### src/logic/uart_pkg.sv
package uart_pkg;

   // frame and command lengths in bit times
   localparam int FRAME_BITS = 11;
   localparam int CMD_BITS   = 2 * FRAME_BITS;

   // one serial frame, bit 0 leaves the line first
   typedef struct packed {
      logic       stop;
      logic       parity;
      logic [7:0] data;    // lsb first on the line
      logic       start;
   } uart_frame_t;

   typedef struct packed {
      logic [7:0] hi;
      logic [7:0] lo;      // sent first
   } cmd_bytes_t;

   // command word, seen whole at the port and byte-wise by the shifter
   typedef union packed {
      logic [15:0] word;
      cmd_bytes_t  bytes;
   } cmd_word_u;

   typedef struct packed {
      logic [7:0] data;
      logic       parity_err;
      logic       frame_err;
   } rx_result_t;

   // bit that makes the total count of ones odd
   function automatic logic odd_parity(input logic [7:0] data);
      return ~^data;
   endfunction

endpackage

### src/logic/bit_timer.sv
`timescale 1ns/1ps

module bit_timer #(
   parameter int CLKS_PER_BIT = 16
) (
   input  logic clk,
   input  logic rst_n,
   input  logic run,
   input  logic start,
   output logic bit_tick
);

   localparam int CW = $clog2(CLKS_PER_BIT);
   localparam logic [CW-1:0] FULL_RELOAD = CW'(CLKS_PER_BIT - 1);
   localparam logic [CW-1:0] HALF_RELOAD = CW'(CLKS_PER_BIT / 2 - 1);

   logic [CW-1:0] cnt;

   always_ff @(posedge clk or negedge rst_n) begin
      if (!rst_n) begin
         cnt <= '0;
      end else if (start) begin
         cnt <= HALF_RELOAD;          // first tick lands mid-bit
      end else if (!run) begin
         cnt <= '0;
      end else if (cnt == '0) begin
         cnt <= FULL_RELOAD;
      end else begin
         cnt <= cnt - 1'b1;
      end
   end

   // users qualify the tick with their own state, so it is not gated by run here
   assign bit_tick = (cnt == '0);

endmodule

### src/logic/tx_sequencer.sv
`timescale 1ns/1ps

module tx_sequencer
   import uart_pkg::*;
(
   input  logic clk,
   input  logic rst_n,
   input  logic cmd_vld,
   input  logic bit_tick,
   output logic load,
   output logic shift,
   output logic tx_run,
   output logic cmd_rdy
);

   typedef enum logic {
      IDLE,
      SEND
   } state_t;

   state_t     state;
   logic [4:0] bit_idx;
   logic       last_tick;

   assign cmd_rdy = (state == IDLE);
   assign load    = cmd_rdy && cmd_vld;

   // end of the 22nd bit period
   assign last_tick = (state == SEND) && bit_tick && (bit_idx == 5'(CMD_BITS - 1));

   // timer runs from the accepting cycle; it drops in the last tick cycle so the
   // count is back at zero when cmd_rdy rises
   assign tx_run = load || ((state == SEND) && !last_tick);

   // the tick seen in the accepting cycle only restarts the timer
   assign shift = (state == SEND) && bit_tick;

   always_ff @(posedge clk or negedge rst_n) begin
      if (!rst_n) begin
         state   <= IDLE;
         bit_idx <= '0;
      end else begin
         case (state)
            IDLE: begin
               if (load) begin
                  state   <= SEND;
                  bit_idx <= '0;
               end
            end
            SEND: begin
               if (bit_tick) begin
                  if (last_tick) begin
                     state   <= IDLE;
                     bit_idx <= '0;
                  end else begin
                     bit_idx <= bit_idx + 1'b1;
                  end
               end
            end
            default: state <= IDLE;
         endcase
      end
   end

endmodule

### src/logic/frame_shifter.sv
`timescale 1ns/1ps

module frame_shifter
   import uart_pkg::*;
(
   input  logic      clk,
   input  logic      rst_n,
   input  cmd_word_u cmd,
   input  logic      load,
   input  logic      shift,
   output logic      tx
);

   uart_frame_t         frame_lo;
   uart_frame_t         frame_hi;
   logic [CMD_BITS-1:0] sreg;
   logic [CMD_BITS-1:0] sreg_nxt;

   always_comb begin
      frame_lo.start  = 1'b0;
      frame_lo.data   = cmd.bytes.lo;
      frame_lo.parity = odd_parity(cmd.bytes.lo);
      frame_lo.stop   = 1'b1;

      frame_hi.start  = 1'b0;
      frame_hi.data   = cmd.bytes.hi;
      frame_hi.parity = odd_parity(cmd.bytes.hi);
      frame_hi.stop   = 1'b1;
   end

   always_comb begin
      if (load) begin
         sreg_nxt = {frame_hi, frame_lo};         // low frame in the bottom bits
      end else if (shift) begin
         sreg_nxt = {1'b1, sreg[CMD_BITS-1:1]};   // ones behind keep the line idle
      end else begin
         sreg_nxt = sreg;
      end
   end

   always_ff @(posedge clk or negedge rst_n) begin
      if (!rst_n) begin
         sreg <= '1;
         tx   <= 1'b1;
      end else begin
         sreg <= sreg_nxt;
         tx   <= sreg_nxt[0];   // start bit shows right after the load edge
      end
   end

endmodule

### src/logic/rx_sampler.sv
`timescale 1ns/1ps

module rx_sampler
   import uart_pkg::*;
(
   input  logic       clk,
   input  logic       rst_n,
   input  logic       rx,
   input  logic       bit_tick,
   output logic       rx_start,
   output logic       rx_run,
   output logic       read_rdy,
   output rx_result_t result
);

   typedef enum logic [1:0] {
      IDLE,
      START,
      DATA
   } state_t;

   state_t      state;
   logic        rx_meta;
   logic        rx_sync;
   logic        rx_prev;
   logic [3:0]  bit_cnt;
   logic        last_sample;
   uart_frame_t frame_q;
   uart_frame_t frame_nxt;

   // two-flop synchronizer plus one stage for the edge
   always_ff @(posedge clk or negedge rst_n) begin
      if (!rst_n) begin
         rx_meta <= 1'b1;
         rx_sync <= 1'b1;
         rx_prev <= 1'b1;
      end else begin
         rx_meta <= rx;
         rx_sync <= rx_meta;
         rx_prev <= rx_sync;
      end
   end

   assign rx_start = (state == IDLE) && rx_prev && !rx_sync;
   assign rx_run   = (state != IDLE);

   // samples enter at the top and walk down, so the start bit ends at bit 0
   assign frame_nxt = uart_frame_t'({rx_sync, frame_q[FRAME_BITS-1:1]});

   // ten samples after the start bit, the last one is the stop bit
   assign last_sample = (state == DATA) && bit_tick && (bit_cnt == 4'(FRAME_BITS - 2));

   always_ff @(posedge clk or negedge rst_n) begin
      if (!rst_n) begin
         state   <= IDLE;
         bit_cnt <= '0;
      end else begin
         case (state)
            IDLE: begin
               if (rx_start) begin
                  state <= START;
               end
            end
            START: begin
               if (bit_tick) begin
                  if (!rx_sync) begin
                     state   <= DATA;
                     bit_cnt <= '0;
                  end else begin
                     state <= IDLE;     // high again at mid-bit, a glitch
                  end
               end
            end
            DATA: begin
               if (bit_tick) begin
                  if (last_sample) begin
                     state <= IDLE;
                  end
                  bit_cnt <= bit_cnt + 1'b1;
               end
            end
            default: state <= IDLE;
         endcase
      end
   end

   always_ff @(posedge clk) begin
      if (bit_tick && (state != IDLE)) begin
         frame_q <= frame_nxt;
      end
   end

   always_ff @(posedge clk or negedge rst_n) begin
      if (!rst_n) begin
         read_rdy <= 1'b0;
         result   <= '0;
      end else begin
         read_rdy <= last_sample;
         if (last_sample) begin
            result.data       <= frame_nxt.data;
            result.parity_err <= (frame_nxt.parity != odd_parity(frame_nxt.data));
            result.frame_err  <= !frame_nxt.stop;
         end
      end
   end

endmodule

### src/logic/uart_link.sv
`timescale 1ns/1ps

module uart_link
   import uart_pkg::*;
#(
   parameter int CLKS_PER_BIT = 16
) (
   input  logic       clk,
   input  logic       rst_n,
   input  cmd_word_u  cmd_in,
   input  logic       cmd_vld,
   output logic       cmd_rdy,
   output logic       tx,
   input  logic       rx,
   output logic       read_rdy,
   output logic [7:0] read_data,
   output logic       parity_err,
   output logic       frame_err
);

   logic       load;
   logic       shift;
   logic       tx_run;
   logic       tx_tick;
   logic       rx_start;
   logic       rx_run;
   logic       rx_tick;
   rx_result_t rx_result;

   tx_sequencer tx_seq_i (
      .clk      (clk),
      .rst_n    (rst_n),
      .cmd_vld  (cmd_vld),
      .bit_tick (tx_tick),
      .load     (load),
      .shift    (shift),
      .tx_run   (tx_run),
      .cmd_rdy  (cmd_rdy)
   );

   bit_timer #(
      .CLKS_PER_BIT (CLKS_PER_BIT)
   ) tx_timer_i (
      .clk      (clk),
      .rst_n    (rst_n),
      .run      (tx_run),
      .start    (1'b0),       // transmit keeps whole periods
      .bit_tick (tx_tick)
   );

   frame_shifter shifter_i (
      .clk   (clk),
      .rst_n (rst_n),
      .cmd   (cmd_in),
      .load  (load),
      .shift (shift),
      .tx    (tx)
   );

   rx_sampler rx_i (
      .clk      (clk),
      .rst_n    (rst_n),
      .rx       (rx),
      .bit_tick (rx_tick),
      .rx_start (rx_start),
      .rx_run   (rx_run),
      .read_rdy (read_rdy),
      .result   (rx_result)
   );

   bit_timer #(
      .CLKS_PER_BIT (CLKS_PER_BIT)
   ) rx_timer_i (
      .clk      (clk),
      .rst_n    (rst_n),
      .run      (rx_run),
      .start    (rx_start),
      .bit_tick (rx_tick)
   );

   assign read_data  = rx_result.data;
   assign parity_err = rx_result.parity_err;
   assign frame_err  = rx_result.frame_err;

endmodule

### config.mk
export PLATFORM = sky130hd
export DESIGN_NAME = uart_link
export DESIGN_NICKNAME = d
export VERILOG_FILES = /design/src/logic/uart_pkg.sv /design/src/logic/bit_timer.sv /design/src/logic/tx_sequencer.sv /design/src/logic/frame_shifter.sv /design/src/logic/rx_sampler.sv /design/src/logic/uart_link.sv
export SDC_FILE = /design/constraint.sdc
export NUM_CORES = 1
export LEC_CHECK = 0
export BUFFER_PORTS_ARGS = -buffer_cell sky130_fd_sc_hd__buf_2
export CAP_MARGIN = 20
export CORE_MARGIN = 4
export CORE_UTILIZATION = 35
export DETAILED_ROUTE_END_ITERATION = 6
export PLACE_DENSITY = 0.48
export SKIP_LAST_GASP = 1
export SYNTH_ARGS = -nofsm -noshare
export SYNTH_HDL_FRONTEND = slang
export SYNTH_SLANG_ARGS = --single-unit
### constraint.sdc
create_clock -name clk -period 2.2 [get_ports clk]
set_input_delay 0.22 -clock clk [delete_from_list [all_inputs] [get_ports clk]]
set_output_delay 0.22 -clock clk [all_outputs]
set_load 0.1 [all_outputs]
# Yosys cells after proc, flatten, opt, wreduce, memory -nomap -nowiden
# Cells that the tools add are included.
# totals
output_inout_bits	13
reg_bits	66
# op_classes
n_addsub	4
n_bitwise	1
mux	25
n_eq_ne	12
reduce_logical	24
# ops
cell	n
two-way mux 22 bit	2
two-way mux 4 bit	8
XNOR reduction 8 bit	3
two-way mux 5 bit	3
!= test 2 x 1 -> 1 bit (second input constant)	6
two-way mux 2 bit	5
one-hot mux 5 bit (2 select lines)	1
logical AND 1 bit	9
zero test 4 bit	2
one-hot mux 4 bit (2 select lines)	1
AND reduction 4 bit	2
subtractor 4 x 1 -> 4 bit (second input constant)	2
one-hot mux 2 bit (3 select lines)	1
nonzero test 2 bit	3
adder 5 x 1 -> 5 bit (second input constant)	1
equality test 5 bit (second input constant)	1
adder 4 x 1 -> 4 bit (second input constant)	1
equality test 4 bit (second input constant)	1
two-way mux 1 bit	3
equality test 2 x 1 -> 1 bit (second input constant)	1
equality test 2 bit (second input constant)	1
zero test 1 bit	2
zero test 2 bit	1
!= test 2 bit (second input constant)	1
other kinds (5)	5

# Depth between registers and ports, before layout
# Gate-level depths: netlist (run 1).
# logic_depth
ltp_word	7
mapped_depth	8
depth_no_buf	6

# By module
# Synthesis (run 1) repeated with hierarchy kept, for this count alone.
# hier_totals
cells_unflattened	264
area_unflattened_um2	3085.5
# by_module_without_submodules
module	area_each_um2	seq_area_each_um2	cells_per_inst	n_inst
rx_sampler	1203.7	774.5	81	1
frame_shifter	1082.3	551.8	101	1
bit_timer	221.5	100.1	21	2
tx_sequencer	352.8	150.1	39	1
uart_link	3.8	0.0	1	1

# Least setup slack after synthesis (run 1)
# OpenSTA, ideal clock, no wires.
# synth_path
kind	register -> register
startpoint	register rx_timer_i.cnt[0]
endpoint	register rx_i.result[2] (netlist name)
required_time_ns	2.074
period_less_slack_ns	1.947
path_slack_ns	0.253
stages_incl_launch_ff	8
arrival_ns	1.821
cell_sequence	dfrtp_1 > inv_1 > ha_1 > or3b_1 > buf_6 > nor3b_4 > buf_6 > mux2_4
# synth_between
elab_chain_len	3
# synth_rtl
item	line_no	source
from (decl)	bit_timer.sv:17	logic [CW-1:0] cnt;
from (signal assigned)	bit_timer.sv:29	cnt <= cnt - 1'b1;
zero test 4 bit	bit_timer.sv:34	assign bit_tick = (cnt == '0);
logical AND 1 bit (2 in a row)	rx_sampler.sv:51	assign last_sample = (state == DATA) && bit_tick && (bit_cnt == 4'(FRAME_BITS - 2));
net rx_i.last_sample	rx_sampler.sv:27	logic last_sample;
to (decl)	rx_sampler.sv:13	output rx_result_t result
# The timed path passes the listed nets, and every way through them passes these cells.
# A chain may end at the register's enable or synchronous reset.

# Final worst setup path (run 1)
# layout_path
startpoint	register rx_timer_i.cnt[0]
endpoint	register rx_i.bit_cnt[2]
# layout_between
elab_chain_len	3
# layout_rtl
item	line_no	source
zero test 4 bit (*)	bit_timer.sv:34	
!= test 2 x 1 -> 1 bit (no line)	--	
AND reduction 4 bit (no line) (*)	--	
to (signal assigned)	rx_sampler.sv:79	bit_cnt <= bit_cnt + 1'b1;
to (decl)	rx_sampler.sv:26	logic [3:0] bit_cnt;
# Every way passes the cells marked *; elsewhere a longest branch is shown, timed or not.

==> results of run 1 <==
-- critical path: stages, from the launching register on --
cell	delay, ns
dfrtp_1	0.39
inv_1	0.08
ha_1	0.19
or3b_1	0.42
buf_4	0.18
or3b_4	0.40
a21oi_1	0.15
a311oi_1	0.06
-- logic make-up after synthesis --
| logic type | Yosys count | synth area share (%) |
|---|---|---|
| and+or+nand+nor | 94 | 15.2 |
| DFF | 64 | 56.6 |
| AOI/OAI and AO/OA | 54 | 10.9 |
| xor gates and xnor gates | 23 | 7.26 |
| buffers and inverters | 20 | 3.08 |
| muxes | 10 | 4.48 |
| adders and majority gates | 6 | 2.53 |
-- repair_timing --
action | 4_1_cts | 5_1_grt
hold buffers | 2 | 0
setup buffers | 0 | 0
setup endpoints to repair | 0 | 0
hold endpoints to repair | 8 | 0
-- registers in the layout, indices dropped and copies added (netlist names) --
register	count
rx_timer_i.cnt	4
rx_i.bit_cnt	4
rx_i.rx_sync	1
shifter_i.sreg	21
rx_i.result	10
rx_i.rx_meta	1
tx_seq_i.state	1
rx_i.read_rdy	1
tx_timer_i.cnt	4
rx_i.frame_nxt	9
rx_i.state	2
rx_i.rx_prev	1
tx_seq_i.bit_idx	5
-- cell usage in the layout (no fill, tap or decap), drive strengths merged, types with 10 or more instances in the layout --
master  instances
a31oi          16
clkbuf         10
a21oi          19
nor2           27
dfrtp          31
buf            41
nand2          43
xnor2          18
dfstp          24
inv            11
-- how the worst max path moves through the flow --
stage | slack [ns] | to | from | cells past startpoint
2_1_floorplan | 0.25 | rx_i.result[2] | rx_timer_i.cnt[0] | 7
3_3_place_gp | 0.23 | rx_i.bit_cnt[2] | rx_timer_i.cnt[0] | 7
3_5_place_dp | 0.20 | rx_i.bit_cnt[2] | rx_timer_i.cnt[0] | 7
4_1_cts | 0.19 | rx_i.bit_cnt[2] | rx_timer_i.cnt[0] | 7
5_1_grt | 0.09 | rx_i.bit_cnt[0] | rx_timer_i.cnt[0] | 7
6_report | 0.19 | rx_i.bit_cnt[2] | rx_timer_i.cnt[0] | 7
-- stage by stage --
| step | hold WS [ns] | total power, mW | worst slack, ns | area [um2] | instances |
|---|---|---|---|---|---|
| 6_report | 0.128 | 3.88 | 0.193 | 3490 | 424 |
| 5_1_grt | 0.131 | 4.19 | 0.0924 | 3490 | 424 |
| 4_1_cts | 0.114 | 3.95 | 0.188 | 3490 | 424 |
| 3_5_place_dp | 0.253 | 2.94 | 0.204 | 3290 | 406 |
| 3_3_place_gp | 0.261 | 2.92 | 0.227 | 3290 | 406 |
| 2_1_floorplan | -0.0756 | 2.67 | 0.253 | 2960 | 271 |
-- power groups by stage --
stage / clock network (mW) / registers (mW) / logic (mW)
floorplan: 0 / 1.90 / 0.772
global placement: 0 / 1.91 / 1.00
detailed placement: 0 / 1.92 / 1.02
CTS: 1.01 / 1.91 / 1.03
global route: 1.06 / 1.96 / 1.17
finish: 0.967 / 1.90 / 1.01
-- layer usage --
layer  up-vias  wire length [um]  track usage, %
li1       1024                 -               -
met1       987              2720            17.3
met2        34              2470            18.3
met3         9               221            2.85
met4         0               116            5.91
met5         -                 0               0
-- layout make-up --
cell class | count | area (um2)
fill | 803 | 4720
sequential | 64 | 1680
multi-input combinational | 187 | 1190
timing repair buffer | 43 | 273
tap | 105 | 131
clock buffer | 10 | 128
clock inverter | 6 | 57.6
inverter | 9 | 33.8
==> impl_results.md, run 1 <==
* Status: finished, final reports clean
* Hold EP: shifter_i.sreg[6]
* DRT antenna net count at 0
* Pin count of the biggest net entering global routing at 37
* Io pins at 33
* Crit path DAT at 2.21 ns
* Worst R2R Path Depth at 7
* Clock Latency Late Sink at 0.33 ns
* CP max FO at 7
* NetSw at 1.24 mW
* Worst Tran Pin Value at 0.565 ns
* Synth top area cells: dfrtp_1 26%, dfstp_2 21%, edfxtp_1 9.1%
* Port Buf Inserts at 32
* Fmax at 498 MHz
* Area Overhead vs Synth at 17.9%
* Net Sw Frac at 31.9%
* Hold Path Class: input pin to flip-flop
* DRT iter0 DRCs at 68
* Crit path time final at 2.01 ns
* R2R setup slack at 0.19 ns
* Setup_tns at 0 ns
* # rows at 33
* Skew final at 0.0105 ns
* Startpoint types: flip-flop
* First-pass GRT wire length at 9.92 mm
* Area leader, netlist: dfrtp_1
* P_int at 2.64 mW
* Post-DP HPWL at 3.76 mm
* Drt drc at 0
* Mapped cell area at 0.00296 mm2
* CTS root buffer: clkbuf_8
* TritonCTS clock tree: yes
* Total Routing Usage GR at 12.4%
* Drt first pass iters at 4
* Die ar. at 0.0100 mm2
* Core Region at 0.00822 mm2
* CP Class: flip-flop to flip-flop
* Number of global-route vias before repair at 2095
* Worst setup EP type: flip-flop
* Routability Congestion at 0.701
* Final wirelength at 5.53 mm
* Hold Crit Depth at 3
* Post-synthesis sequential area ratio at 56.6%
* Leakage at 1.53 nW
* Longest Clk Path Bufs at 2
* Critical Path RT at 2.40 ns
* Clock sinks at 64
* Synth unique cells at 41
* Post-synth top cells: 43 x nand2_1, 31 x dfrtp_1, 27 x nor2_1
* Post-synth ARST share at 85.9%
* RSZ-0062 raised after global routing: no
* Yosys warnings at 0
* Number of synthesized register bits at 64
* Logic pwr share at 26.1%
* Wirelength per Cell at 13.0 um
* Slew Viols, Final at 0
* Vias/cell at 4.84
* Most common cell in the synthesized netlist: nand2_1
* Initial Util at 36.1%
* H-tree Lvls at 3
* Vias at 2054
* Final setup fails at 0
* Post-synth net total at 297
* Max Cap Viol at 0
* Die width at 100 um
* Critical R2R Launch: rx_timer_i.cnt[0]
* Prevailing post-synth register cell: dfrtp_1
* Hold Crit Start: cmd_in[5]
* Slew Limit Headroom at 62.3%
* Gates resized, CTS repair at 0
* Final #Nets at 340
* Cts bufs inserted at 9
* PD cells at 1110 mW/mm2
* Final Cycle Share at 91.2%
* Sequential Power Share at 49.0%
* GR Overflow Total at 0
* Worst vdd ir at 0.000364 V
* Antenna cell count at 0
* Post-synth EDFFs at 9
* Die Ht at 100 um
* Clock Power Share at 24.9%
* Mean Syn Cell Area at 10.9 um2
* Clk pin slew, worst setup/hold paths at 0.08 ns
* Reg-to-Reg End: rx_i.bit_cnt[2]
* Post-Synthesis Cells at 271
* Share of the synthesized area in the top cell type at 26.2%
* Final Core Density at 42.5%
* Layout cells sized above 1 at 29.2%
* Final Hold Viols at 0
* Initial antenna violation count at 0
No activity file was read; power rests on OpenSTA's default activity.
==> run 2, diff against run 1 <==
--- a/config.mk
+++ b/config.mk
@@ -9,6 +9,7 @@
 export CAP_MARGIN = 20
 export CORE_MARGIN = 4
 export CORE_UTILIZATION = 35
+export CTS_BUF_LIST = sky130_fd_sc_hd__clkbuf_8
 export DETAILED_ROUTE_END_ITERATION = 6
 export PLACE_DENSITY = 0.48
 export SKIP_LAST_GASP = 1
==> constraint.sdc (replaced) <==
create_clock -name clk -period 2.5 [get_ports clk]
set_input_delay 0.25 -clock clk [delete_from_list [all_inputs] [get_ports clk]]
set_output_delay 0.25 -clock clk [all_outputs]
set_load 0.1 [all_outputs]
==> impl_results.md, run 2 (synthesis results as in run 1) <==
* First-pass GRT wire length at 9.59 mm
* Hold Slack at 0.0211 ns
* Die ar. at 0.0100 mm2
* Cts bufs inserted at 9
* Fmax at 456 MHz
* PD cells at 1020 mW/mm2
* Worst vdd ir at 0.000457 V
* # rows at 33
* Startpoint types: flip-flop
* TritonCTS clock tree: yes
* Setup_tns at 0 ns
* Wirelength per Cell at 12.9 um
* Worst Tran Pin Value at 0.717 ns
* DRT iter0 DRCs at 46
* Port Buf Inserts at 32
* Final wirelength at 5.43 mm
* Hold Path Class: input pin to flip-flop
* RSZ-0062 raised after global routing: no
* CTS root buffer: clkbuf_8
* Critical Path RT at 2.72 ns
* Layout cells sized above 1 at 28.8%
* Leakage at 1.53 nW
* CP Class: flip-flop to flip-flop
* Skew final at 0.0104 ns
* R2R setup slack at 0.31 ns
* Crit path DAT at 2.41 ns
* Total Routing Usage GR at 12.0%
* Die width at 100 um
* Drt first pass iters at 4
* Crit path time final at 2.19 ns
* Final #Nets at 337
* GR Overflow Total at 0
* Longest Clk Path Bufs at 2
* H-tree Lvls at 3
* Vias/cell at 4.83
* DRT antenna net count at 0
* Largest Register: shifter_i.sreg
* CP max FO at 8
* Worst setup EP type: flip-flop
* Vias at 2035
* Initial Util at 36.1%
* Clk pin slew, worst setup/hold paths at 0.07 ns
* Slew Limit Headroom at 52.2%
* Most frequent cells in the layout: 43 x nand2_1, 32 x buf_2, 31 x dfrtp_1
* Gates resized, CTS repair at 0
* Most common cell after layout, fill and taps aside: nand2_1
* Pin count of the biggest net entering global routing at 37
* Max Cap Viol at 0
* Final Cycle Share at 87.6%
* Area Overhead vs Synth at 18.2%
* Drt drc at 0
* Post-DP HPWL at 3.76 mm
* Final Hold Viols at 0
* Max reg flops at 21
* Antenna cell count at 0
* Core Region at 0.00822 mm2
* Number of global-route vias before repair at 2025
* Initial antenna violation count at 0
* Status: finished, final reports clean
* Clock sinks at 64
* Routability Congestion at 0.700
* Die Ht at 100 um
* Slew Viols, Final at 0
* Clock Latency Late Sink at 0.33 ns
* Io pins at 33
* Final setup fails at 0
==> run 2: report_power, final <==
group          leakage (nW)  switching (mW)  internal (mW)
Clock                 0.117           0.396          0.614
Combinational         0.680           0.473          0.409
Sequential            0.735           0.213           1.45
Total                  1.53            1.08           2.48
==> run 2: final timing paths <==
check / startpoint / endpoint / cells after the start
worst min register to register: rx_i.rx_meta / rx_i.rx_sync / 0
worst min-delay path: rx / rx_i.rx_meta / 1
worst max register to register: rx_timer_i.cnt[0] / rx_i.result[7] / 6
max in group asynchronous: rst_n / shifter_i.sreg[3] / 3
min in group asynchronous: rst_n / rx_timer_i.cnt[2] / 2
worst max-delay path: rx_timer_i.cnt[0] / rx_i.result[7] / 6
==> run 2: cell type report <==
cell class | instances | area [um2]
inverters | 9 | 33.8
clock buffers | 11 | 151
well taps | 105 | 131
clock inverters | 5 | 80.1
fillers | 789 | 4710
repair buffers | 40 | 235
multi-input cells | 187 | 1190
flip-flops and latches | 64 | 1680
==> run 2: worst max-delay path, stage by stage, from the launching register on <==
cell and delay [ns]:
dfrtp_1 0.40, inv_1 0.08, ha_1 0.20, or3b_1 0.51, nor3b_4 0.34, buf_4 0.24, mux2_4 0.31
==> run 2: layer usage <==
| layer | up-vias | share of wire [%] | GRT usage [%] | wire [um] |
|---|---|---|---|---|
| met5 | - | 0 | 0 | 0 |
| met4 | 0 | 2.4 | 5.91 | 129 |
| met3 | 10 | 3.2 | 2.78 | 172 |
| met2 | 24 | 44 | 18.2 | 2410 |
| met1 | 976 | 50 | 16.3 | 2720 |
| li1 | 1025 | - | - | - |
==> run 2: timing repair <==
item,4_1_cts,5_1_grt
endpoints found under the hold margin,3,0
hold buffers,1,0
setup buffers,0,0
==> run 2: metrics by stage <==
step	power, mW	util [%]	area [um2]	instances	setup slack [ns]
floorplan	2.35	-	2960	271	0.553
CTS	3.62	42.6	3500	421	0.285
detailed placement	2.58	39.7	3260	404	0.300
global placement	2.56	39.7	3260	404	0.357
finish	3.56	42.6	3500	421	0.309
global route	3.82	42.6	3500	421	0.209
